==> src/verilog/auto_load_defs.svh <==
`ifndef AUTO_LOAD_DEFS_SVH
`define AUTO_LOAD_DEFS_SVH

////////////////////////////////////////
// Parameter bank walk
////////////////////////////////////////

// Last word index inside one parameter block
`define AL_MAX_WORD 6'd33

// Last main block
`define AL_MAX_BLK 3'd7

// Last parameter block
`define AL_MAX_PBLK 2'd3

// Parameter block left out of the walk
`define AL_SKIP_PBLK 2'd2

// Upper address bits of the parameter bank at 0x780000
`define AL_BASE_HI 4'hF

////////////////////////////////////////
// Buffering and constant storage
////////////////////////////////////////

`define AL_FIFO_DEPTH 4

// 8 blocks x 3 parameter blocks x 34 words
`define AL_NUM_CONST 10'd816

`endif

==> src/verilog/auto_load_pkg.sv <==
package auto_load_pkg;

	////////////////////////////////////////
	// Flash side
	////////////////////////////////////////

	// Word address on the BPI flash
	typedef logic [22:0] flash_addr_t;

	// One flash word, also one stored constant
	typedef logic [15:0] flash_word_t;

	// Address pieces walked by the sequencer
	typedef logic [5:0] word_cnt_t;
	typedef logic [2:0] blk_t;
	typedef logic [1:0] pblk_t;

	////////////////////////////////////////
	// Status and storage
	////////////////////////////////////////

	// Bit 2 aborted, bit 1 flash done seen, bit 0 completed
	typedef logic [2:0] al_status_t;

	// Index into the constant bank
	typedef logic [9:0] const_idx_t;

	// Sequencer states
	typedef enum logic [2:0] {
		IDLE      = 3'd0,
		CLEAR     = 3'd1,
		ISSUE     = 3'd2,
		WAIT_DATA = 3'd3,
		NEXT      = 3'd4,
		FINISH    = 3'd5
	} al_state_t;

endpackage

==> src/verilog/const_fifo.sv <==
`include "auto_load_defs.svh"

module const_fifo #(
	parameter int DEPTH = `AL_FIFO_DEPTH
) (
	input  logic                        CLK,
	input  logic                        RST,
	input  logic                        clr,
	input  logic                        wr,
	input  auto_load_pkg::flash_word_t  wr_data,
	input  logic                        rd,
	output auto_load_pkg::flash_word_t  rd_data,
	output logic                        empty,
	output logic                        full
);

	localparam int AW = (DEPTH > 1) ? $clog2(DEPTH) : 1;

	auto_load_pkg::flash_word_t mem [DEPTH];

	logic [AW-1:0] wr_ptr;
	logic [AW-1:0] rd_ptr;
	logic [AW:0]   count;
	logic          do_wr;
	logic          do_rd;

	assign empty = (count == 0);
	assign full  = (count == DEPTH);

	// Overflow and underflow are simply refused
	assign do_wr = wr && !full;
	assign do_rd = rd && !empty;

	// Head word is visible the cycle after it lands
	assign rd_data = mem[rd_ptr];

	always_ff @(posedge CLK or posedge RST) begin
		if (RST) begin
			wr_ptr <= '0;
			rd_ptr <= '0;
			count  <= '0;
		end else if (clr) begin
			wr_ptr <= '0;
			rd_ptr <= '0;
			count  <= '0;
		end else begin
			if (do_wr)
				wr_ptr <= (wr_ptr == AW'(DEPTH - 1)) ? '0 : wr_ptr + 1'b1;
			if (do_rd)
				rd_ptr <= (rd_ptr == AW'(DEPTH - 1)) ? '0 : rd_ptr + 1'b1;
			case ({do_wr, do_rd})
				2'b10:   count <= count + 1'b1;
				2'b01:   count <= count - 1'b1;
				default: count <= count;
			endcase
		end
	end

	always_ff @(posedge CLK) begin
		if (do_wr && !clr)
			mem[wr_ptr] <= wr_data;
	end

endmodule

==> config.mk <==
export PLATFORM = sky130hd
export DESIGN_NAME = const_fifo
export DESIGN_NICKNAME = d
export VERILOG_FILES = /design/src/verilog/auto_load_pkg.sv /design/src/verilog/const_fifo.sv
export VERILOG_INCLUDE_DIRS = /design/src /design/src/verilog
export SDC_FILE = /design/constraint.sdc
export NUM_CORES = 1
export LEC_CHECK = 0
export ABC_AREA = 1
export BUFFER_PORTS_ARGS = -buffer_cell sky130_fd_sc_hd__buf_2
export CAP_MARGIN = 20
export CELL_PAD_IN_SITES_DETAIL_PLACEMENT = 0
export CELL_PAD_IN_SITES_GLOBAL_PLACEMENT = 2
export CORE_UTILIZATION = 38
export DETAILED_ROUTE_END_ITERATION = 10
export GPL_TIMING_DRIVEN = 0
export PLACE_DENSITY_LB_ADDON = 0.08
export SYNTH_ARGS = -nofsm -noshare
export SYNTH_HDL_FRONTEND = slang
export SYNTH_SLANG_ARGS = --single-unit
==> constraint.sdc <==
create_clock -name CLK -period 2.1 [get_ports CLK]
set_input_delay 0.21 -clock CLK [delete_from_list [all_inputs] [get_ports CLK]]
set_output_delay 0.21 -clock CLK [all_outputs]
set_load 0.005 [all_outputs]
# Word-level counts from Yosys, hierarchy flattened
# Memory sizes are Yosys's and may differ from the RTL's.
# Cells that the tools add are included.
[classes]
addsub = 4
n_eq_ne = 5
muxes = 10
n_reduce_logical = 10
[ops]
columns = ["cell", "n"]
rows = [
  ["2-to-1 mux 2 bit", 6],
  ["equality test 2 bit (second input constant)", 3],
  ["case mux 3 bit (2 select lines)", 1],
  ["adder 2 x 1 -> 2 bit (second input constant)", 2],
  ["nonzero test 2 bit", 2],
  ["adder 3 x 1 -> 3 bit (second input constant)", 1],
  ["equality test 3 bit (second input constant)", 1],
  ["logical AND 1 bit", 3],
  ["logical NOT 1 bit", 3],
  ["logical NOT 3 bit", 1],
  ["2-to-1 mux 3 bit", 1],
  ["nonzero test 3 bit", 1],
  ["subtractor 3 x 1 -> 3 bit (second input constant)", 1],
  ["equality test 2 x 1 -> 1 bit (second input constant)", 1],
  ["2-to-1 mux 1 bit", 2],
]
[totals]
elab_cells = 33
output_inout_bits = 18
ramBits = 64
regBits = 7
n_memories = 1
[memory_table]
columns = ["name", "depth", "width", "rd", "rd_ports_with_merged_regs", "write_ports", "line_no", "text"]
rows = [
  ["mem", 4, 16, 1, 0, 1, "const_fifo.sv:19", "auto_load_pkg::flash_word_t mem [DEPTH];"],
]

# Depth between registers and ports, before layout
# Gate-level depths: netlist of the first run.
[logic_depth]
word_depth = 6
mapped_depth = 12

# Worst setup path before layout of the first run
# Ideal clock, no wire load.
[synth_path]
path_type = "register -> register"
from = "reg count[1]"
to = "mem mem[0][0] in the netlist's numbering, enable pin"
arrival_ps = 1555
synth_period_minus_slack_ps = 1944
stages_incl_launch_ff = 5
setup_ps = 389
required_ps = 1711
n_path_buf = 0
setup_slack_ps = 156
path_cell_list = "dfrtp_1 -> nor2_2 -> a21boi_1 -> nand2_1 -> nor2_1"
[synth_between]
elab_chain_len = 6
[synth_lines]
columns = ["item", "line_no", "text"]
rows = [
  ["start, declared", "const_fifo.sv:23", "logic [AW:0] count;"],
  ["start signal, assigned", "const_fifo.sv:52", "2'b10: count <= count + 1'b1;"],
  ["start signal, assigned", "const_fifo.sv:53", "2'b01: count <= count - 1'b1;"],
  ["start signal, assigned", "const_fifo.sv:54", "default: count <= count;"],
  ["equality test 3 bit", "const_fifo.sv:28", "assign full = (count == DEPTH);"],
  ["logical NOT 1 bit", "const_fifo.sv:31", "assign do_wr = wr && !full;"],
  ["logical AND 1 bit", "const_fifo.sv:31", ""],
  ["logical AND 1 bit", "const_fifo.sv:60", "if (do_wr && !clr)"],
  ["2-to-1 mux 1 bit", "const_fifo.sv:60", ""],
  ["2-to-1 mux 1 bit (implied by the code)", "const_fifo.sv:61", "mem[wr_ptr] <= wr_data;"],
  ["end, declared", "const_fifo.sv:19", ""],
]
# No other way between the ends.

# Final worst setup path of the first run
[layout_path]
from = "reg count[1]"
to = "mem mem[1][14] in the netlist's numbering, enable pin"
# The elaborated chain is that of the path after synthesis.

==> results_dict.tcl, run 1 <==
set metrics [dict create \
    grt_overflow 0 \
    worst_path_max_delay_cell "dfrtp_1" \
    start_util 0.394 \
    nets 302 \
    cts_max_level 3 \
    power_frac_clock 0.267 \
    status "complete, no violations" \
    slowest_delay_ns 0.44 \
    crit_required_ns 2.14 \
    wl_um 6120 \
    dieArea_um2 7920 \
    cp_top_family "simple AND/OR/NAND/NOR gates" \
    coreArea_um2 7290 \
    p_int_uw 2600 \
    placed_cells 364 \
    grt_max_degree 18 \
    design_area_um2 3460 \
    fin_cells 379 \
    syn_nets 250 \
    drt-initial-drc-count 69 \
    die-height_um 89.0 \
    ys_warn_count 0 \
    syn_area_per_cell_um2 12.9 \
    die_x_um 89.0 \
    clkSlewWorstSetupHoldPaths_ns 0.08 \
    grt_antenna_before_repair 0 \
    hold_path.class "input pin to register" \
    wire_per_inst_um 16.2 \
    ys_types 21 \
    switching_share 0.327 \
    dp_hpwl_um 4010 \
    startpoint_type "register" \
    ff2ff_setup_slack_ns 0.12 \
    drive_gt1_frac 0.275 \
    postLayoutSetupSlackWorst_ns 0.120 \
    drc 0 \
    grt_usage 0.172 \
    gp_congestion 0.692 \
    fin_crit_sh 0.943 \
    ir_drop_mv 0.421 \
    timing.hold.ws_ns 0.0867 \
    syn_inst 223 \
    grt_pass1_vias 1753 \
    setup_viol 0 \
    crit_path_max_fanout 10 \
    tightest_slew_ns 0.466 \
    drt_pass1_iterations 4 \
    power.leakage_uw 0.00133 \
    switching_power_uw 1270 \
    port_buffers 38 \
    grt_pass1_wl_um 9400 \
    power.density_nw_per_um2 1120 \
    synth_area_um2 2880 \
    ys_ff_latch 71 \
    num_io_pins 39 \
    utilization 0.475 \
    cp.arrival_ns 2.01 \
    critPathMostFrequentCell "nor2_2" \
    worstSkewPairLatency_ns 0.34 \
    place_area_um2 3260 \
    skew_ns 0.0164 \
    clkSinkCount 71 \
    vias 1836 \
    postRouteAntennaNets 0 \
    max-clock-path-buffers 2 \
    finalHoldViolations 0 \
    cts_buffers 9 \
    cts_tree "built" \
    place_ws_ns 0.0124 \
    timing.fmax_mhz 505 \
    ys_seq_area_frac 0.729 \
    clockRootBuffer "clkbuf_8" \
    pwr-share-comb 0.284 \
    crit_buf_inv 1 \
    post_cts_buffers 0 \
    seq_power_share 0.448 \
    n_antenna_cell 0 \
    slew_viol_final 0 \
    crit_type "register to register" \
    endpoint_kind "register" \
    fin_crit_ns 1.98 \
    syn_to_final_growth_pct 20.5 \
    slew_headroom 0.689 \
    cap_violations 0 \
    rows 31 \
    rsz0062_at_grt "true" \
    fillers 712 \
    drt-vias-per-instance 4.84 \
    path_cells "nor2_2, a21boi_1, nand2_1, nor2_2, buf_8" \
]
## worst paths after layout
check                             from    endpoint  cells past startpoint
setup / recovery              count[1]  mem[1][14]                      5
hold / removal             wr_data[10]  mem[3][10]                      1
setup reg to reg              count[1]  mem[1][14]                      5
hold reg to reg               count[0]    count[0]                      2
max in group asynchronous          RST   rd_ptr[0]                      3
min in group asynchronous          RST   wr_ptr[1]                      3
## stage by stage
| step | setup TNS, ns | power [µW] |
|---|---|---|
| detailed placement | 0 | 2890 |
| finish | 0 | 3870 |
| global route | -0.736 | 4130 |
| floorplan | 0 | 2400 |
| global placement | -39.37 | 2860 |
| CTS | 0 | 3910 |
## registers in the layout, summed over array words and instances, names as in the netlist
name	cells
rd_ptr	2
count	3
mem	64
wr_ptr	2
## placed cells by master, fill, tap and decap left out, types with 9 or more instances in the layout
cell type	synthesis	final
buf_2	4	41
inv_1	13	13
o21ai_1	22	22
nor2_1	38	34
o21ai_0	14	14
nand2_1	14	14
edfxtp_1	64	64
o22ai_1	17	17
clkbuf_8	0	9
## final cells by class
| class | count | area [µm²] | area share |
|---|---|---|---|
| Timing Repair Buffer | 43 | 260 | 0.0751 |
| Multi-Input combinational cell | 127 | 694 | 0.201 |
| Clock inverter | 6 | 61.3 | 0.0177 |
| Buffer | 6 | 32.5 | 0.00939 |
| Sequential cell | 71 | 2100 | 0.605 |
| Inverter | 17 | 66.3 | 0.0191 |
| Tap cell | 99 | 124 | 0.0358 |
| Clock buffer | 10 | 128 | 0.0368 |
## worst reg2reg max path: cells and delay by family (launching register included)
kind	cells	cell delay [ns]
AOI/OAI and AO/OA	1	0.25
buffers and inverters	1	0.22
and+or+nand+nor	3	0.78
DFF	1	0.44
## cell families after synthesis
kind of cell	Yosys count	synth area share
flip-flops	71	0.729
AO/OA/AOI/OAI	55	0.108
adder cells (fa/ha/maj)	6	0.0287
XOR/XNOR	1	0.00305
buffers and inverters	25	0.0344
AND/OR/NAND/NOR	65	0.0966
## cells in the mapped netlist, drive strengths merged
cell,count,area share
o21ai,36,0.063
fa,1,0.0070
buf,4,0.0070
a21oi,1,0.0057
clkinv,1,0.0013
nand3,7,0.012
dfrtp,7,0.061
ha,5,0.022
nand2,18,0.030
o22ai,17,0.037
edfxtp,64,0.67
clkbuf,4,0.0052
a21boi,1,0.0026
nor2,40,0.054
inv,16,0.021
xnor2,1,0.0030
## power groups by stage
stage | logic, µW | clock network (µW) | registers [µW]
floorplan | 661 | 0 | 1740
global placement | 1090 | 0 | 1770
detailed placement | 1130 | 0 | 1760
CTS | 1120 | 1050 | 1730
global route | 1250 | 1130 | 1750
finish | 1100 | 1040 | 1740
## routing by layer
metal  vias up  global-route usage  part of all wire
li1        898                   -                 -
met1       897               0.222              0.47
met2        36               0.285              0.48
met3         5              0.0388             0.038
met4         0              0.0649            0.0059
met5         -                   0                 0
## what timing repair did
item | CTS | global route
hold buffers | 1 | 0
setup endpoints to repair | 9 | 37
gates resized for setup | 0 | 8
hold endpoints to repair | 7 | 0
No activity file was read; power rests on OpenSTA's default activity.
==> run 2: changes to the inputs <==
Settings changed: BUFFER_PORTS_ARGS -buffer_cell sky130_fd_sc_hd__buf_2 to unset, CORE_UTILIZATION 38 to 42, DONT_BUFFER_PORTS set to 1.
==> results_dict.tcl, run 2 (synthesized netlist as in run 1, its figures left out) <==
set metrics [dict create \
    grt_max_degree 18 \
    ff2ff_setup_slack_ns 0.21 \
    postLayoutSetupSlackWorst_ns 0.176 \
    cp_top_family "flip-flops" \
    num_io_pins 39 \
    clkSlewWorstSetupHoldPaths_ns 0.06 \
    endpoint_kind "primary output" \
    clockRootBuffer "clkbuf_8" \
    vias 1829 \
    grt_usage 0.183 \
    drt_pass1_iterations 10 \
    crit_type "register to primary output" \
    cts_max_level 3 \
    drive_gt1_frac 0.136 \
    rsz0062_at_grt "false" \
    mostFrequentLayoutCells "edfxtp_1, nor2_1, o21ai_1, o22ai_1, dlygate4sd3_1" \
    cp.arrival_ns 1.71 \
    r2r-end "count[2]" \
    fin_crit_sh 0.916 \
    violations "DRC" \
    slowest_delay_ns 0.55 \
    min_path_cells 3 \
    crit_required_ns 1.89 \
    n_antenna_cell 0 \
    dieArea_um2 7180 \
    drt-initial-drc-count 92 \
    largest_reg_flops 64 \
    timing.rr.start "count[1]" \
    start_util 0.443 \
    tightest_slew_ns 0.572 \
    design_area_um2 3390 \
    hp-start "clr" \
    dp_hpwl_um 3920 \
    fin_crit_ns 1.92 \
    reg_top3 "mem: 64 flops, count: 3 flops" \
    cts_tree "built" \
    grt_pass1_vias 1971 \
    cap_violations 0 \
    max-clock-path-buffers 2 \
    place_area_um2 3040 \
    wl_um 5990 \
    die-height_um 84.7 \
    skew_ns 0.00791 \
    crit_path_max_fanout 10 \
    rows 29 \
    ir_drop_mv 0.424 \
    timing.fmax_mhz 520 \
    power.density_nw_per_um2 1080 \
    postRouteAntennaNets 0 \
    worstSkewPairLatency_ns 0.33 \
    hold_path.class "input pin to register" \
    post_cts_buffers 0 \
    grt_overflow 0 \
    gp_congestion 0.711 \
    setup_viol 0 \
    regMostFlops "mem" \
    hold_end "count[0]" \
    grt_pass1_wl_um 9430 \
    grt_antenna_before_repair 0 \
    drt-vias-per-instance 5.46 \
    place_ws_ns 0.0614 \
    crit_buf_inv 1 \
    finalHoldViolations 0 \
    clkSinkCount 71 \
    path_cells "clkbuf_1, o21ai_0, o22ai_1" \
    die_x_um 84.7 \
    rr_worst_depth 11 \
    power_uw 3670 \
    nets 280 \
    syn_to_final_growth_pct 17.9 \
    final_common_cell "edfxtp_1" \
    drc 3 \
    port_buffers 0 \
    startpoint_type "register" \
    slew_viol_final 0 \
    status "finished with violations" \
    worst_path_max_delay_cell "dfrtp_1" \
    coreArea_um2 6490 \
    slew_headroom 0.619 \
    cts_buffers 9 \
    power.leakage_uw 0.00124 \
    wire_per_inst_um 17.9 \
    timing.hold.ws_ns 0.0393 \
]
## run 2: cell count changes in the layout (fill, tap and decap cells not counted)
cell	delta
buf_2	-37
clkbuf_1	+3
clkbuf_2	-2
clkbuf_4	-1
clkinv_1	+1
clkinv_4	-1
clkinvlp_4	-1
dlygate4sd3_1	+16
inv_2	+1
inv_4	-1
## run 2: worst max path at each step
stage / slack [ns] / to / start / depth (start not counted)
5_1_grt: 0.05 / rd_data[5] / rd_ptr[0] / 4
2_1_floorplan: 0.16 / mem[0][0] / count[1] / 4
6_report: 0.18 / rd_data[8] / rd_ptr[1] / 3
3_5_place_dp: 0.06 / mem[0][5] / count[0] / 5
4_1_cts: 0.05 / mem[0][9] / count[0] / 5
3_3_place_gp: -0.54 / mem[3][3] / count[1] / 4
## run 2: per-stage QoR
stage,cells,utilization,setup TNS [ns]
detailed placement,304,0.468,0
finish,335,0.522,0
global route,335,0.522,0
CTS,336,0.522,0
global placement,300,0.458,-33.50
floorplan,223,-,0
## run 2: area by class of cell
type	count	area [µm²]
Sequential cell	71	2100
Clock buffer	11	131
Multi-Input combinational cell	127	694
Clock inverter	5	48.8
Fill cell	528	3110
Buffer	6	27.5
Tap cell	77	96.3
Inverter	17	63.8
Timing Repair Buffer	21	230
## run 2: repair_timing
| action | 4_1_cts | 5_1_grt |
|---|---|---|
| pin swaps | 0 | 0 |
| hold endpoints to repair | 71 | 0 |
| cloned | 0 | 0 |
| hold buffers | 17 | 0 |
| resized for setup | 0 | 1 |
| setup endpoints to repair | 5 | 14 |
## run 2: routing by layer
layer,up-vias,part of all wire,track usage
met1,910,0.41,0.197
met3,13,0.040,0.0462
li1,859,-,-
met2,47,0.53,0.323
met4,0,0.025,0.109
met5,-,0,0
## run 2: tightest hold or removal path, stage by stage
cell and delay, ns:
nor2_2 0.03, nand2_1 0.05, nand2_1 0.04
## run 2: where the power goes
| group | internal (µW) | switching (µW) |
|---|---|---|
| registers | 1650 | 81.8 |
| logic | 298 | 648 |
| clock network | 539 | 451 |
| total | 2490 | 1180 |
