[src/verilog/auto_load_defs.svh]
`ifndef AUTO_LOAD_DEFS_SVH
`define AUTO_LOAD_DEFS_SVH

////////////////////////////////////////
// Parameter bank walk
////////////////////////////////////////

// Last word index inside one parameter block
`define AL_MAX_WORD 6'd33

// Last main block
`define AL_MAX_BLK 3'd7

// Last parameter block
`define AL_MAX_PBLK 2'd3

// Parameter block left out of the walk
`define AL_SKIP_PBLK 2'd2

// Upper address bits of the parameter bank at 0x780000
`define AL_BASE_HI 4'hF

////////////////////////////////////////
// Buffering and constant storage
////////////////////////////////////////

`define AL_FIFO_DEPTH 4

// 8 blocks x 3 parameter blocks x 34 words
`define AL_NUM_CONST 10'd816

`endif

[src/verilog/auto_load_pkg.sv]
package auto_load_pkg;

	////////////////////////////////////////
	// Flash side
	////////////////////////////////////////

	// Word address on the BPI flash
	typedef logic [22:0] flash_addr_t;

	// One flash word, also one stored constant
	typedef logic [15:0] flash_word_t;

	// Address pieces walked by the sequencer
	typedef logic [5:0] word_cnt_t;
	typedef logic [2:0] blk_t;
	typedef logic [1:0] pblk_t;

	////////////////////////////////////////
	// Status and storage
	////////////////////////////////////////

	// Bit 2 aborted, bit 1 flash done seen, bit 0 completed
	typedef logic [2:0] al_status_t;

	// Index into the constant bank
	typedef logic [9:0] const_idx_t;

	// Sequencer states
	typedef enum logic [2:0] {
		IDLE      = 3'd0,
		CLEAR     = 3'd1,
		ISSUE     = 3'd2,
		WAIT_DATA = 3'd3,
		NEXT      = 3'd4,
		FINISH    = 3'd5
	} al_state_t;

endpackage

[src/verilog/auto_load_seq.sv]
`include "auto_load_defs.svh"

module auto_load_seq (
	input  logic                      CLK,
	input  logic                      RST,
	input  logic                      start,
	input  logic                      auto_load,
	input  logic                      busy,
	input  logic                      bpi_load_data,
	input  logic                      fifo_full,
	output logic                      execute,
	output logic                      clr,
	output logic                      ena,
	output logic                      aborted,
	output logic                      completed,
	output auto_load_pkg::blk_t       blk,
	output auto_load_pkg::pblk_t      pblk,
	output auto_load_pkg::word_cnt_t  cnt
);

	auto_load_pkg::al_state_t state;
	auto_load_pkg::al_state_t state_nxt;

	logic                 boot;
	logic                 run_req;
	logic                 abort_req;
	logic                 last_word;
	auto_load_pkg::pblk_t pblk_inc;
	auto_load_pkg::pblk_t pblk_step;

	// Kick off once right after reset, or on request
	assign run_req = (start | boot) & auto_load;

	// FINISH is already on its way out, no abort there
	assign abort_req = !auto_load && (state != auto_load_pkg::IDLE)
		&& (state != auto_load_pkg::FINISH);

	assign last_word = (cnt == `AL_MAX_WORD) && (pblk == `AL_MAX_PBLK)
		&& (blk == `AL_MAX_BLK);

	// Next parameter block, hopping over the skipped one
	assign pblk_inc  = pblk + 2'd1;
	assign pblk_step = (pblk_inc == `AL_SKIP_PBLK) ? pblk_inc + 2'd1 : pblk_inc;

	// Outputs decoded from state
	assign clr       = (state == auto_load_pkg::CLEAR);
	assign ena       = (state != auto_load_pkg::IDLE);
	assign completed = (state == auto_load_pkg::FINISH);
	assign aborted   = abort_req;
	assign execute   = (state == auto_load_pkg::ISSUE) && auto_load && !busy && !fifo_full;

	always_comb begin
		state_nxt = state;
		case (state)
			auto_load_pkg::IDLE:      if (run_req) state_nxt = auto_load_pkg::CLEAR;
			auto_load_pkg::CLEAR:     state_nxt = auto_load_pkg::ISSUE;
			auto_load_pkg::ISSUE:     if (execute) state_nxt = auto_load_pkg::WAIT_DATA;
			auto_load_pkg::WAIT_DATA: if (bpi_load_data) state_nxt = auto_load_pkg::NEXT;
			auto_load_pkg::NEXT: begin
				if (last_word)
					state_nxt = auto_load_pkg::FINISH;
				else
					state_nxt = auto_load_pkg::ISSUE;
			end
			auto_load_pkg::FINISH:    state_nxt = auto_load_pkg::IDLE;
			default:                  state_nxt = auto_load_pkg::IDLE;
		endcase
		// Loss of auto_load ends the run from any active state
		if (abort_req)
			state_nxt = auto_load_pkg::IDLE;
	end

	always_ff @(posedge CLK or posedge RST) begin
		if (RST) begin
			state <= auto_load_pkg::IDLE;
			boot  <= 1'b1;
		end else begin
			state <= state_nxt;
			boot  <= 1'b0;
		end
	end

	////////////////////////////////////////
	// Address counters
	////////////////////////////////////////

	// Word first, then parameter block, then main block
	always_ff @(posedge CLK or posedge RST) begin
		if (RST) begin
			cnt  <= '0;
			pblk <= '0;
			blk  <= '0;
		end else if (state == auto_load_pkg::CLEAR) begin
			cnt  <= '0;
			pblk <= '0;
			blk  <= '0;
		end else if (state == auto_load_pkg::NEXT && !last_word && !abort_req) begin
			if (cnt != `AL_MAX_WORD) begin
				cnt <= cnt + 6'd1;
			end else begin
				cnt <= '0;
				if (pblk == `AL_MAX_PBLK) begin
					pblk <= '0;
					blk  <= blk + 3'd1;
				end else begin
					pblk <= pblk_step;
				end
			end
		end
	end

endmodule

[src/verilog/auto_load_ctrl.sv]
`include "auto_load_defs.svh"

module auto_load_ctrl (
	input  logic                        CLK,
	input  logic                        RST,
	input  logic                        al_start,
	input  logic                        auto_load,
	input  logic                        busy,
	input  logic                        bpi_load_data,
	input  logic                        al_done,
	input  logic                        fifo_full,
	output auto_load_pkg::flash_addr_t  al_addr,
	output logic                        al_execute,
	output logic                        auto_load_ena,
	output logic                        clr_al_done,
	output auto_load_pkg::al_status_t   al_status
);

	auto_load_pkg::blk_t      al_blk;
	auto_load_pkg::pblk_t     al_pblk;
	auto_load_pkg::word_cnt_t al_cnt;
	logic                     al_aborted;
	logic                     al_completed;

	auto_load_seq seq_i (
		.CLK           (CLK),
		.RST           (RST),
		.start         (al_start),
		.auto_load     (auto_load),
		.busy          (busy),
		.bpi_load_data (bpi_load_data),
		.fifo_full     (fifo_full),
		.execute       (al_execute),
		.clr           (clr_al_done),
		.ena           (auto_load_ena),
		.aborted       (al_aborted),
		.completed     (al_completed),
		.blk           (al_blk),
		.pblk          (al_pblk),
		.cnt           (al_cnt)
	);

	// Parameter bank address, rows of 64 words per parameter block slot
	assign al_addr = {`AL_BASE_HI, al_blk, al_pblk, 8'b0000_0000, al_cnt};

	////////////////////////////////////////
	// Sticky status
	////////////////////////////////////////

	// Clear wins, then abort, then flash done, then completion
	always_ff @(posedge CLK or posedge RST) begin
		if (RST)
			al_status <= '0;
		else if (clr_al_done)
			al_status <= '0;
		else if (al_aborted)
			al_status <= {1'b1, al_status[1:0]};
		else if (al_done)
			al_status <= {al_status[2], 1'b1, al_status[0]};
		else if (al_completed)
			al_status <= {al_status[2:1], 1'b1};
	end

endmodule

[config.mk]
export PLATFORM = sky130hd
export DESIGN_NAME = auto_load_ctrl
export DESIGN_NICKNAME = d
export VERILOG_FILES = /design/src/verilog/auto_load_pkg.sv /design/src/verilog/auto_load_seq.sv /design/src/verilog/auto_load_ctrl.sv
export VERILOG_INCLUDE_DIRS = /design/src /design/src/verilog
export SDC_FILE = /design/constraint.sdc
export NUM_CORES = 1
export LEC_CHECK = 0
export ABC_CLOCK_PERIOD_IN_PS = 3100
export BUFFER_PORTS_ARGS = -buffer_cell sky130_fd_sc_hd__buf_2
export CORE_MARGIN = 8
export CORE_UTILIZATION = 40
export CTS_CLUSTER_DIAMETER = 120
export CTS_CLUSTER_SIZE = 20
export DETAILED_ROUTE_END_ITERATION = 8
export GPL_ROUTABILITY_DRIVEN = 0
export PLACE_DENSITY = 0.62
export SYNTH_ARGS = -nofsm -noshare
export SYNTH_HDL_FRONTEND = slang
export SYNTH_SLANG_ARGS = --single-unit
[constraint.sdc]
create_clock -name CLK -period 3.1 [get_ports CLK]
set_input_delay 0.62 -clock CLK [delete_from_list [all_inputs] [get_ports CLK]]
set_output_delay 0.62 -clock CLK [all_outputs]
set_load 0.03 [all_outputs]
### Word-level counts from Yosys, hierarchy flattened

Cells that the tools add are included.

* $add $sub $neg: 4
* eq/ne operators: 17
* muxes and demuxes: 22
* bitwise gates (word level): 2
* reductions and logical operators: 26

Operator list (number)
* $mux W3: 11
* $mux W6: 3
* $pmux W3 S5: 1
* $mux W2: 6
* $reduce_bool A2 Y1: 5
* $eq A3 B3 Y1 const B: 3
* $logic_and A1 B1 Y1: 9
* $reduce_and A3 Y1: 3
* $add A6 B1 Y6 const B: 1
* $eq A3 B2 Y1 const B: 2
* $eq A6 B6 Y1 const B: 1
* $ne A3 B2 Y1 const B: 2
* $ne A6 B6 Y1 const B: 1
* $logic_not A1 Y1: 5
* $add A2 B1 Y2 const B: 2
* $eq A2 B2 Y1 const B: 2
* $ne A2 B2 Y1 const B: 2
* $reduce_and A2 Y1: 2
* $add A3 B1 Y3 const B: 1
* $eq A3 B1 Y1 const B: 1
* $logic_not A3 Y1: 1
* $ne A3 B1 Y1 const B: 1
* $ne A3 B3 Y1 const B: 1
* $reduce_bool A3 Y1: 1
* other kinds (4): 4

* register bits after elaboration: 18
* bits of input ports: 8
* logic and storage cells: 79

### Longest topological paths before layout

Gate-level depths: netlist (run 1).

* word-level depth: 8
* mapped depth: 7
* gate-level depth less buffers: 6

### By module

From an unflattened synthesis (run 1), not the netlist that was laid out.

* cell total of the unflattened synthesis: 136
* area total of the unflattened synthesis: 1221.2 um^2

Modules (own cells, without submodules)
* auto_load_seq: instances 1, cells each 110, area an instance 1004.7 um^2, sequential area each 376.6 um^2
* auto_load_ctrl: instances 1, cells each 26, area an instance 216.5 um^2, sequential area each 75.1 um^2

### Worst setup path before layout (run 1)

No wires, ideal clock.

* path kind: input to output
* start: input port busy
* end: output port al_execute
* arrival: 1.297 ns
* required time: 2.480 ns
* path slack: 1.183 ns
* stages: 2
* path buffers: 0
* cell sequence: nor3_1 -> nor2b_1

* longest elaborated chain between the ends: 3

RTL lines
* start: declaration: RTL line auto_load_ctrl.sv:8 `input logic busy,`
* $logic_not A1 Y1: RTL line auto_load_seq.sv:50 `assign execute = (state == auto_load_pkg::ISSUE) && auto_load && !busy && !fifo_full;`
* $logic_and A1 B1 Y1 (2 in series): RTL line auto_load_seq.sv:50
* end: declaration: RTL line auto_load_ctrl.sv:13 `output logic al_execute,`

No other way between the ends.

### Worst setup path after layout (run 1)

* start: register seq_i.state[2]
* end: output port clr_al_done

* longest elaborated chain between the ends: 1

RTL lines
* start: declaration: RTL line auto_load_seq.sv:21 `auto_load_pkg::al_state_t state;`
* start signal: assignment: RTL line auto_load_seq.sv:75 `state <= auto_load_pkg::IDLE;`
* start signal: assignment: RTL line auto_load_seq.sv:78 `state <= state_nxt;`
* $eq A3 B1 Y1: RTL line auto_load_seq.sv:46 `assign clr = (state == auto_load_pkg::CLEAR);`
* end: declaration: RTL line auto_load_ctrl.sv:15 `output logic clr_al_done,`

No other way between the ends.

==> results of run 1 <==
## per-stage QoR
step,cell area (um2),instances
finish,1320,187
global route,1320,187
CTS,1320,187
detailed placement,1290,183
global placement,1290,183
floorplan,1260,142
## worst max-delay path: stages, from the launching register on
cell	delay, ns
dfrtp_1	0.49
nor2_1	0.28
nand2_2	0.18
clkinv_1	0.20
buf_2	0.24
## path summary, 6_finish.rpt
| kind | to | from | slack [ns] | depth (start not counted) |
|---|---|---|---|---|
| worst max-delay path | clr_al_done | seq_i.state[2] | 0.81 | 4 |
| worst min-delay path | seq_i.cnt[1] | RST | 0.41 | 2 |
| worst max register to register | seq_i.cnt[5] | seq_i.blk[0] | 1.28 | 6 |
| worst min register to register | al_status[0] | al_status[0] | 0.51 | 2 |
| max in group asynchronous | seq_i.pblk[1] | RST | 2.25 | 2 |
| min in group CLK | al_status[0] | al_status[0] | 0.51 | 2 |
## where the power goes
group | switching, W | internal [W]
Clock | 0.0000709 | 0.0000500
Combinational | 0.000111 | 0.0000431
Sequential | 0.0000188 | 0.000253
## registers in the layout (all words and copies together) (netlist names)
signal / flops
al_status: 3
seq_i.blk: 3
seq_i.boot: 1
seq_i.cnt: 6
seq_i.pblk: 2
seq_i.state: 3
## routing by layer
layer  GRT usage  vias up  share of wire
met5           0        -              0
li1            -      475              -
met2       0.185       26           0.50
met3      0.0195        4          0.052
met4      0.0416        0          0.015
met1       0.116      463           0.43
## logic make-up after synthesis
group	after synthesis	synth area share
and+or+nand+nor	47	0.234
adders and majority gates	8	0.0799
AOI/OAI and AO/OA	28	0.152
other	2	0.00615
muxes	2	0.0164
buffers and inverters	25	0.135
DFF	18	0.370
xor gates and xnor gates	1	0.00717
## final cells by class
cell class | instances | area [um2]
flip-flops and latches | 18 | 452
fillers | 311 | 1660
well taps | 33 | 41.3
multi-input cells | 99 | 646
repair buffers | 24 | 120
clock buffers | 4 | 26.3
inverters | 9 | 33.8
## cell usage in the layout, fill, tap and decap left out, types with 2 or more instances in the layout
| cell type | synthesis | final |
|---|---|---|
| buf_2 | 0 | 24 |
| dfrtp_1 | 17 | 17 |
| conb_1 | 2 | 13 |
| nand2_1 | 11 | 11 |
| nor2_1 | 11 | 11 |
| inv_1 | 8 | 8 |
| o21ai_0 | 8 | 8 |
| a21oi_1 | 7 | 7 |
| ha_1 | 7 | 7 |
| nand3_1 | 5 | 5 |
| nor3_1 | 4 | 4 |
| o211ai_1 | 3 | 3 |
| o31ai_1 | 3 | 3 |
| clkbuf_4 | 0 | 3 |
| or2_2 | 2 | 2 |
| mux2i_1 | 2 | 2 |
==> results_dict.tcl, run 1 <==
set metrics [dict create \
    synth_flop_cell "dfrtp_1" \
    start_kind "flip-flop" \
    antenna_cells 0 \
    die-area_um2 5080 \
    drt-total-wl_um 2520 \
    slew_viol_final 0 \
    drtIter0Drc 28 \
    syn_avg_cell_area_um2 9.32 \
    post_cts_buffers 0 \
    fin_crit_sh 0.740 \
    ant_nets 0 \
    drc_errors 0 \
    crit_type "flip-flop to primary output" \
    grt_overflow 0 \
    port_buffers 24 \
    die_w_um 71.3 \
    status "finished clean" \
    cts.sinks 18 \
    synth_warnings 0 \
    critPathArrivalTime_ns 1.67 \
    cts_buffers 3 \
    power.total_w 0.000547 \
    finalNetCount 170 \
    vias 968 \
    row_count 20 \
    synth.most_common_cell "dfrtp_1" \
    crit_path_max_fanout 9 \
    powerDensity_nw_per_um2 414 \
    rsz0062_at_grt "false" \
    ys_ff_latch 18 \
    synth_common_cells "17 x dfrtp_1, 13 x buf_4, 11 x nand2_1, 11 x nor2_1" \
    die_h_um 71.3 \
    synth_top_area_cell "dfrtp_1" \
    post_cts_resized 0 \
    synth_top_area_share 0.348 \
    synth.cell_area_um2 1220 \
    antenna_found_initial 0 \
    timing.setup.tns_ns 0 \
    grt_pass1_wl_um 4400 \
    skew_ns 0.0120 \
    whs_ns 0.411 \
    grt_max_degree 19 \
    core_area_um2 2980 \
    clk_latency_ns 0.29 \
    hold_path_class "input port to async pin" \
    required_ns 2.48 \
    cts_tree "built" \
    area_growth_pct 7.99 \
    relSlewSlack 0.544 \
    drtPass1Iterations 4 \
    setup_viol 0 \
    tightest_slew_ns 0.683 \
    cts_hold_buffers 0 \
    fin_util 0.443 \
    hold_violations 0 \
    path_clk_slew_ns 0.11 \
    cts_root_buffer "clkbuf_4" \
    syn_inst 131 \
    layout-drive-gt1-share 0.247 \
    grt.total_usage 0.103 \
    cts_buffer_depth 2 \
    h-tree-depth 1 \
    hpwlAfterDp_um 1990 \
    ys_top_cells_by_area "dfrtp_1 35%, buf_4 8.0%, ha_1 7.2%" \
    p_leak_nw 0.626 \
    synth_cell_types 41 \
    period_minus_slack_ns 2.29 \
    synth_edf_count 0 \
    cp-end-kind "primary output" \
    drt-wirelength-per-cell_um 13.5 \
    async_flop_share 1.00 \
    dpl_worst_slack_ns 1.14 \
    ys_seq_area_frac 0.370 \
    grt_pass1_vias 970 \
    fin_ws_ns 0.807 \
    vias_per_cell 5.18 \
    start_util 0.410 \
    peakVddDrop_v 0.000188 \
    fmax_mhz 436 \
    maxCapViolCount 0 \
    num_io_pins 37 \
]
Note: power is estimated with default switching activity, not from simulation.
==> inputs of run 2 (changes only) <==
--- a/config.mk
+++ b/config.mk
@@ -6,7 +6,8 @@
 export SDC_FILE = /design/constraint.sdc
 export NUM_CORES = 1
 export LEC_CHECK = 0
-export ABC_CLOCK_PERIOD_IN_PS = 3100
+export ABC_AREA = 1
+export ABC_CLOCK_PERIOD_IN_PS = 2000
 export BUFFER_PORTS_ARGS = -buffer_cell sky130_fd_sc_hd__buf_2
 export CORE_MARGIN = 8
 export CORE_UTILIZATION = 40
@@ -14,7 +15,7 @@
 export CTS_CLUSTER_SIZE = 20
 export DETAILED_ROUTE_END_ITERATION = 8
 export GPL_ROUTABILITY_DRIVEN = 0
-export PLACE_DENSITY = 0.62
+export PLACE_DENSITY = 0.65
 export SYNTH_ARGS = -nofsm -noshare
 export SYNTH_HDL_FRONTEND = slang
 export SYNTH_SLANG_ARGS = --single-unit
==> constraint.sdc (replaced) <==
create_clock -name CLK -period 2 [get_ports CLK]
set_input_delay 0.4 -clock CLK [delete_from_list [all_inputs] [get_ports CLK]]
set_output_delay 0.4 -clock CLK [all_outputs]
set_load 0.03 [all_outputs]
==> run 2 against run 1 <==
Synthesized area is 3.1% lower. Wire length grew 3.4%. Synthesized cell count is 14% higher. Critical endpoint is now al_execute. Largest power group is now combinational logic. Sequential share of layout area stayed put. Clock power increased by 83%. Cell area did not move. Sequential power increased by 100%. Utilization up 3.1 points. Count of clock-buffer cells in the layout did not move. Sequential cell count unchanged. Critical path depth did not move.
==> results_dict.tcl, run 2 <==
set metrics [dict create \
    peakVddDrop_v 0.000691 \
    p_switching_w 0.000848 \
    ant_nets 0 \
    cts_hold_buffers 0 \
    post_cts_resized 0 \
    start_util 0.426 \
    powerDensity_nw_per_um2 1280 \
    intPower_w 0.000835 \
    maxCapViolCount 0 \
    grt.total_usage 0.102 \
    die_w_um 70.4 \
    relSlewSlack 0.532 \
    synthXorXnorAreaFrac 0.0222 \
    finalNetCount 191 \
    async_flop_share 1.00 \
    synth_fa_ha_area_frac 0.0740 \
    vias_per_cell 4.99 \
    synthMuxAreaShare 0 \
    status "finished clean" \
    period_minus_slack_ns 1.78 \
    ys_seq_area_frac 0.382 \
    grt_pass1_wl_um 4350 \
    crit_path_max_fanout 5 \
    synthSimpleGateAreaFrac 0.278 \
    rsz0062_at_grt "false" \
    crit_chain "inv_2 > nand3_1 > nor4_1 > buf_2" \
    ys_ff_latch 18 \
    die-area_um2 4960 \
    final_common_cell "buf_2" \
    fillers 287 \
    cts_buffer_depth 2 \
    area_growth_pct 11.4 \
    multi_input_comb_area_um2 586 \
    drtPass1Iterations 4 \
    required_ns 1.60 \
    row_count 19 \
    hold_violations 0 \
    placed_area_um2 1280 \
    synth_edf_count 0 \
    grt_overflow 0 \
    synth.most_common_cell "nor2_1" \
    cts.sinks 18 \
    die_h_um 70.4 \
    synth_top_area_share 0.359 \
    drtIter0Drc 60 \
    antenna_cells 0 \
    top_register "seq_i.cnt" \
    fin_crit_sh 0.890 \
    clk_latency_ns 0.29 \
    syn_inst 149 \
    fin_area_um2 1320 \
    synth_flop_cell "dfrtp_1" \
    sequentialPowerShare 0.324 \
    seq_area_um2 452 \
    post_cts_buffers 0 \
    synth.cell_area_um2 1180 \
    start_kind "flip-flop" \
    ys_top_cells_by_area "dfrtp_1 36%, buf_4 7.6%, ha_1 7.4%" \
    combPwrFrac 0.544 \
    power.total_w 0.00168 \
    p_leak_nw 0.733 \
    cpPeakStageDelay_ns 0.45 \
    skew_ns 0.00733 \
    cts_root_buffer "clkbuf_4" \
    synth_compound_area_frac 0.0793 \
    grt_pass1_vias 981 \
    reg2reg_depth 10 \
    p_clk_frac 0.132 \
    whs_ns 0.197 \
    p_sw_frac 0.504 \
    h-tree-depth 1 \
    fmax_mhz 562 \
    drc_errors 0 \
    largest_reg_flops 6 \
    cts_buffers 3 \
    hpwlAfterDp_um 2100 \
    synth_cell_types 30 \
    port_buffers 24 \
    drt-total-wl_um 2610 \
    drt-wirelength-per-cell_um 12.7 \
    vias 1028 \
    num_io_pins 37 \
    layout-drive-gt1-share 0.257 \
    syn_avg_cell_area_um2 7.94 \
    antenna_found_initial 0 \
    tightest_slew_ns 0.701 \
    grt_max_degree 19 \
    core_area_um2 2780 \
    crit_type "flip-flop to primary output" \
    worst-r2r-setup-slack_ns 0.30 \
    synth_warnings 0 \
    slew_viol_final 0 \
    cts_tree "built" \
    timing.setup.tns_ns 0 \
    synth_top_area_cell "dfrtp_1" \
    synth_top_family_by_area "simple AND/OR/NAND/NOR gates" \
    hold_path_class "input port to async pin" \
    cpMaxStageDelayCell "dfrtp_1" \
    path_clk_slew_ns 0.11 \
    cp-end-kind "primary output" \
    synth_common_cells "20 x nor2_1, 18 x nand2_1, 17 x dfrtp_1, 15 x inv_1, 12 x buf_4" \
    critPathArrivalTime_ns 1.38 \
    final_cell_mix "24 x buf_2, 20 x nor2_1, 18 x nand2_1, 17 x dfrtp_1, 15 x inv_1" \
    setup_viol 0 \
]
[run 2: cell count changes after synthesis, sizes merged, moves of 4 or more]
cell   previous run  this run
a21oi             7         3
inv               8        22
nor2             11        22
nand4             1         6
nand2            12        20
nand3             5        14
[run 2: final cells by class]
class,instances,share of cell area
timing repair buffer,24,0.0911
clock buffer,4,0.0275
sequential,18,0.343
inverter,23,0.0655
multi-input combinational,106,0.444
tap,31,0.0294
[run 2: routing by layer]
metal,wire [um],global-route usage,share of wire
met4,10,0.00670,0.0038
met5,0,0,0
met1,1120,0.119,0.43
met2,1250,0.175,0.48
met3,236,0.0452,0.090
[run 2: cells by family (layout without fill, tap and decap cells)]
logic type	count (synthesis)	count (layout)
AND/OR/NAND/NOR	67	67
buffers and inverters	36	51
flip-flops	18	18
AO/OA/AOI/OAI	16	16
adder cells (fa/ha/maj)	7	7
XOR/XNOR	3	3
other	2	13
[run 2: power groups by stage]
stage	Sequential, W	Clock (W)	Combinational [W]
6_report	0.000546	0.000222	0.000915
5_1_grt	0.000563	0.000243	0.00101
4_1_cts	0.000549	0.000232	0.000919
3_5_place_dp	0.000558	0	0.000915
3_3_place_gp	0.000553	0	0.000893
2_1_floorplan	0.000674	0	0.000604
[run 2: path summary, 6_finish.rpt]
| path | from | end |
|---|---|---|
| max in group asynchronous | RST | seq_i.state[1] |
| min in group CLK | al_done | al_status[1] |
| worst max-delay path | seq_i.state[2] | al_execute |
| worst max register to register | seq_i.cnt[1] | seq_i.pblk[1] |
| worst min-delay path | RST | seq_i.cnt[2] |
| worst min register to register | al_status[0] | al_status[0] |
[run 2: through the flow]
step                       util  instances  setup slack [ns]
final                     0.474        206             0.219
after global routing      0.474        206            0.0929
after CTS                 0.474        206             0.196
after detailed placement  0.461        202             0.412
after global placement    0.461        202             0.458
after floorplan               -        160            0.0912
[run 2: worst max-delay path: cells and delay by family (launching register included)]
| family | cells | cell delay (ns) |
|---|---|---|
| buffers and inverters | 2 | 0.34 |
| AND/OR/NAND/NOR | 2 | 0.30 |
| flip-flops | 1 | 0.45 |
==> inputs of run 3 (changes only) <==
--- a/config.mk
+++ b/config.mk
@@ -15,7 +15,7 @@
 export CTS_CLUSTER_SIZE = 20
 export DETAILED_ROUTE_END_ITERATION = 8
 export GPL_ROUTABILITY_DRIVEN = 0
-export PLACE_DENSITY = 0.65
+export PLACE_DENSITY = 0.67
 export SYNTH_ARGS = -nofsm -noshare
 export SYNTH_HDL_FRONTEND = slang
 export SYNTH_SLANG_ARGS = --single-unit
==> constraint.sdc (replaced) <==
create_clock -name CLK -period 2 [get_ports CLK]
set_input_delay 0.3 -clock CLK [delete_from_list [all_inputs] [get_ports CLK]]
set_output_delay 0.3 -clock CLK [all_outputs]
set_load 0.03 [all_outputs]
==> run 3 against run 2 <==
Utilization did not move. Fmax rose by 5.6%. Wire length fell by 3.9%. Cell area did not move. Global-route usage barely moved. Non-clock buffer count did not move. Critical path depth did not move. Die area did not move.
==> results_dict.tcl, run 3 (synthesis results as in run 2) <==
set metrics [dict create \
    status "finished clean" \
    drtIter0Drc 55 \
    antenna_cells 0 \
    grt_pass1_vias 1001 \
    post_cts_buffers 0 \
    timing.setup.tns_ns 0 \
    grt_overflow 0 \
    p_clk_frac 0.132 \
    skew_ns 0.00489 \
    die_w_um 70.4 \
    vias 1014 \
    relSlewSlack 0.553 \
    use_met3 0.0466 \
    final_cell_mix "24 x buf_2, 20 x nor2_1, 18 x nand2_1, 17 x dfrtp_1, 15 x inv_1" \
    met1_usage 0.119 \
    setup_viol 0 \
    path_clk_slew_ns 0.10 \
    antenna_found_initial 0 \
    grt-busiest-layer "met2" \
    combPwrFrac 0.539 \
    tightest_slew_ns 0.669 \
    die-area_um2 4960 \
    hold_violations 0 \
    area_growth_pct 11.4 \
    critPathArrivalTime_ns 1.39 \
    whs_ns 0.0825 \
    seq_area_um2 452 \
    peakVddDrop_v 0.000867 \
    p_leak_nw 0.733 \
    largest_reg_flops 6 \
    die_h_um 70.4 \
    hold_path_class "input port to async pin" \
    grt_pass1_wl_um 4300 \
    fin_area_um2 1320 \
    powerDensity_nw_per_um2 1270 \
    required_ns 1.70 \
    cp-end-kind "primary output" \
    fmax_mhz 593 \
    cts.sinks 18 \
    cts_hold_buffers 0 \
    row_count 19 \
    multi_input_comb_area_um2 586 \
    period_minus_slack_ns 1.69 \
    sequentialPowerShare 0.329 \
    fin_crit_sh 0.843 \
    p_sw_frac 0.503 \
    drtPass1Iterations 4 \
    start_kind "flip-flop" \
    vias_per_cell 4.92 \
    gr-usage-met2 0.166 \
    drt-total-wl_um 2510 \
    rsz0062_at_grt "false" \
    post_cts_resized 0 \
    final_common_cell "buf_2" \
    ant_nets 0 \
    port_buffers 24 \
    cts_buffer_depth 2 \
    cts_root_buffer "clkbuf_4" \
    grt.total_usage 0.102 \
    finalNetCount 191 \
    p_switching_w 0.000842 \
    core_area_um2 2780 \
    drt-wirelength-per-cell_um 12.2 \
    clk_latency_ns 0.29 \
    num_io_pins 37 \
    slew_viol_final 0 \
    hpwlAfterDp_um 2030 \
    placed_area_um2 1280 \
    cts_buffers 3 \
    fillers 286 \
    top_register "seq_i.cnt" \
    cts_tree "built" \
    crit_type "flip-flop to primary output" \
    start_util 0.426 \
    h-tree-depth 1 \
    intPower_w 0.000832 \
    grt_max_degree 19 \
    drc_errors 0 \
    layout-drive-gt1-share 0.257 \
    crit_path_max_fanout 7 \
    maxCapViolCount 0 \
]
-- run 3: cell counts in the layout (fill, tap and decap cells not counted) --
Identical to the previous run, type by type.
-- run 3: power by group through the flow --
stage	combinational, W	sequential [W]	clock (W)
2_1_floorplan	0.000604	0.000674	0
3_3_place_gp	0.000898	0.000552	0
3_5_place_dp	0.000909	0.000556	0
4_1_cts	0.000912	0.000551	0.000229
5_1_grt	0.00103	0.000561	0.000247
6_report	0.000902	0.000550	0.000221
-- run 3: final cells by class --
class                           instances  share of cell area
Timing Repair Buffer                   24              0.0911
Tap cell                               31              0.0294
Multi-Input combinational cell        106               0.444
Inverter                               23              0.0655
Clock buffer                            4              0.0275
Sequential cell                        18               0.343
-- run 3: metrics by stage --
stage	util	worst slack, ns	cells	total power [W]
2_1_floorplan	-	0.191	160	0.00128
3_3_place_gp	0.461	0.433	202	0.00145
3_5_place_dp	0.461	0.416	202	0.00147
4_1_cts	0.474	0.293	206	0.00169
5_1_grt	0.474	0.175	206	0.00184
6_report	0.474	0.313	206	0.00167
-- run 3: layer usage --
| layer | part of all wire | up-vias |
|---|---|---|
| met1 | 0.43 | 461 |
| met3 | 0.099 | 4 |
| met5 | 0 | - |
| li1 | - | 508 |
| met2 | 0.46 | 41 |
| met4 | 0.0084 | 0 |
-- run 3: worst max-delay path, cell delays in order, from the launching register on --
cell and delay, ns:
dfrtp_1 0.40, inv_2 0.10, nand2_2 0.07, nor2_2 0.26, buf_2 0.27
-- run 3: final timing paths --
kind / slack (ns) / cells after the start / end / startpoint
hold / removal: 0.08 / 2 / seq_i.cnt[2] / RST
setup / recovery: 0.31 / 4 / clr_al_done / seq_i.state[1]
hold reg to reg: 0.51 / 2 / al_status[1] / al_status[1]
setup reg to reg: 0.37 / 8 / seq_i.blk[2] / seq_i.cnt[1]
max in group asynchronous: 1.49 / 2 / seq_i.blk[0] / RST
min in group CLK: 0.28 / 3 / al_status[1] / al_done
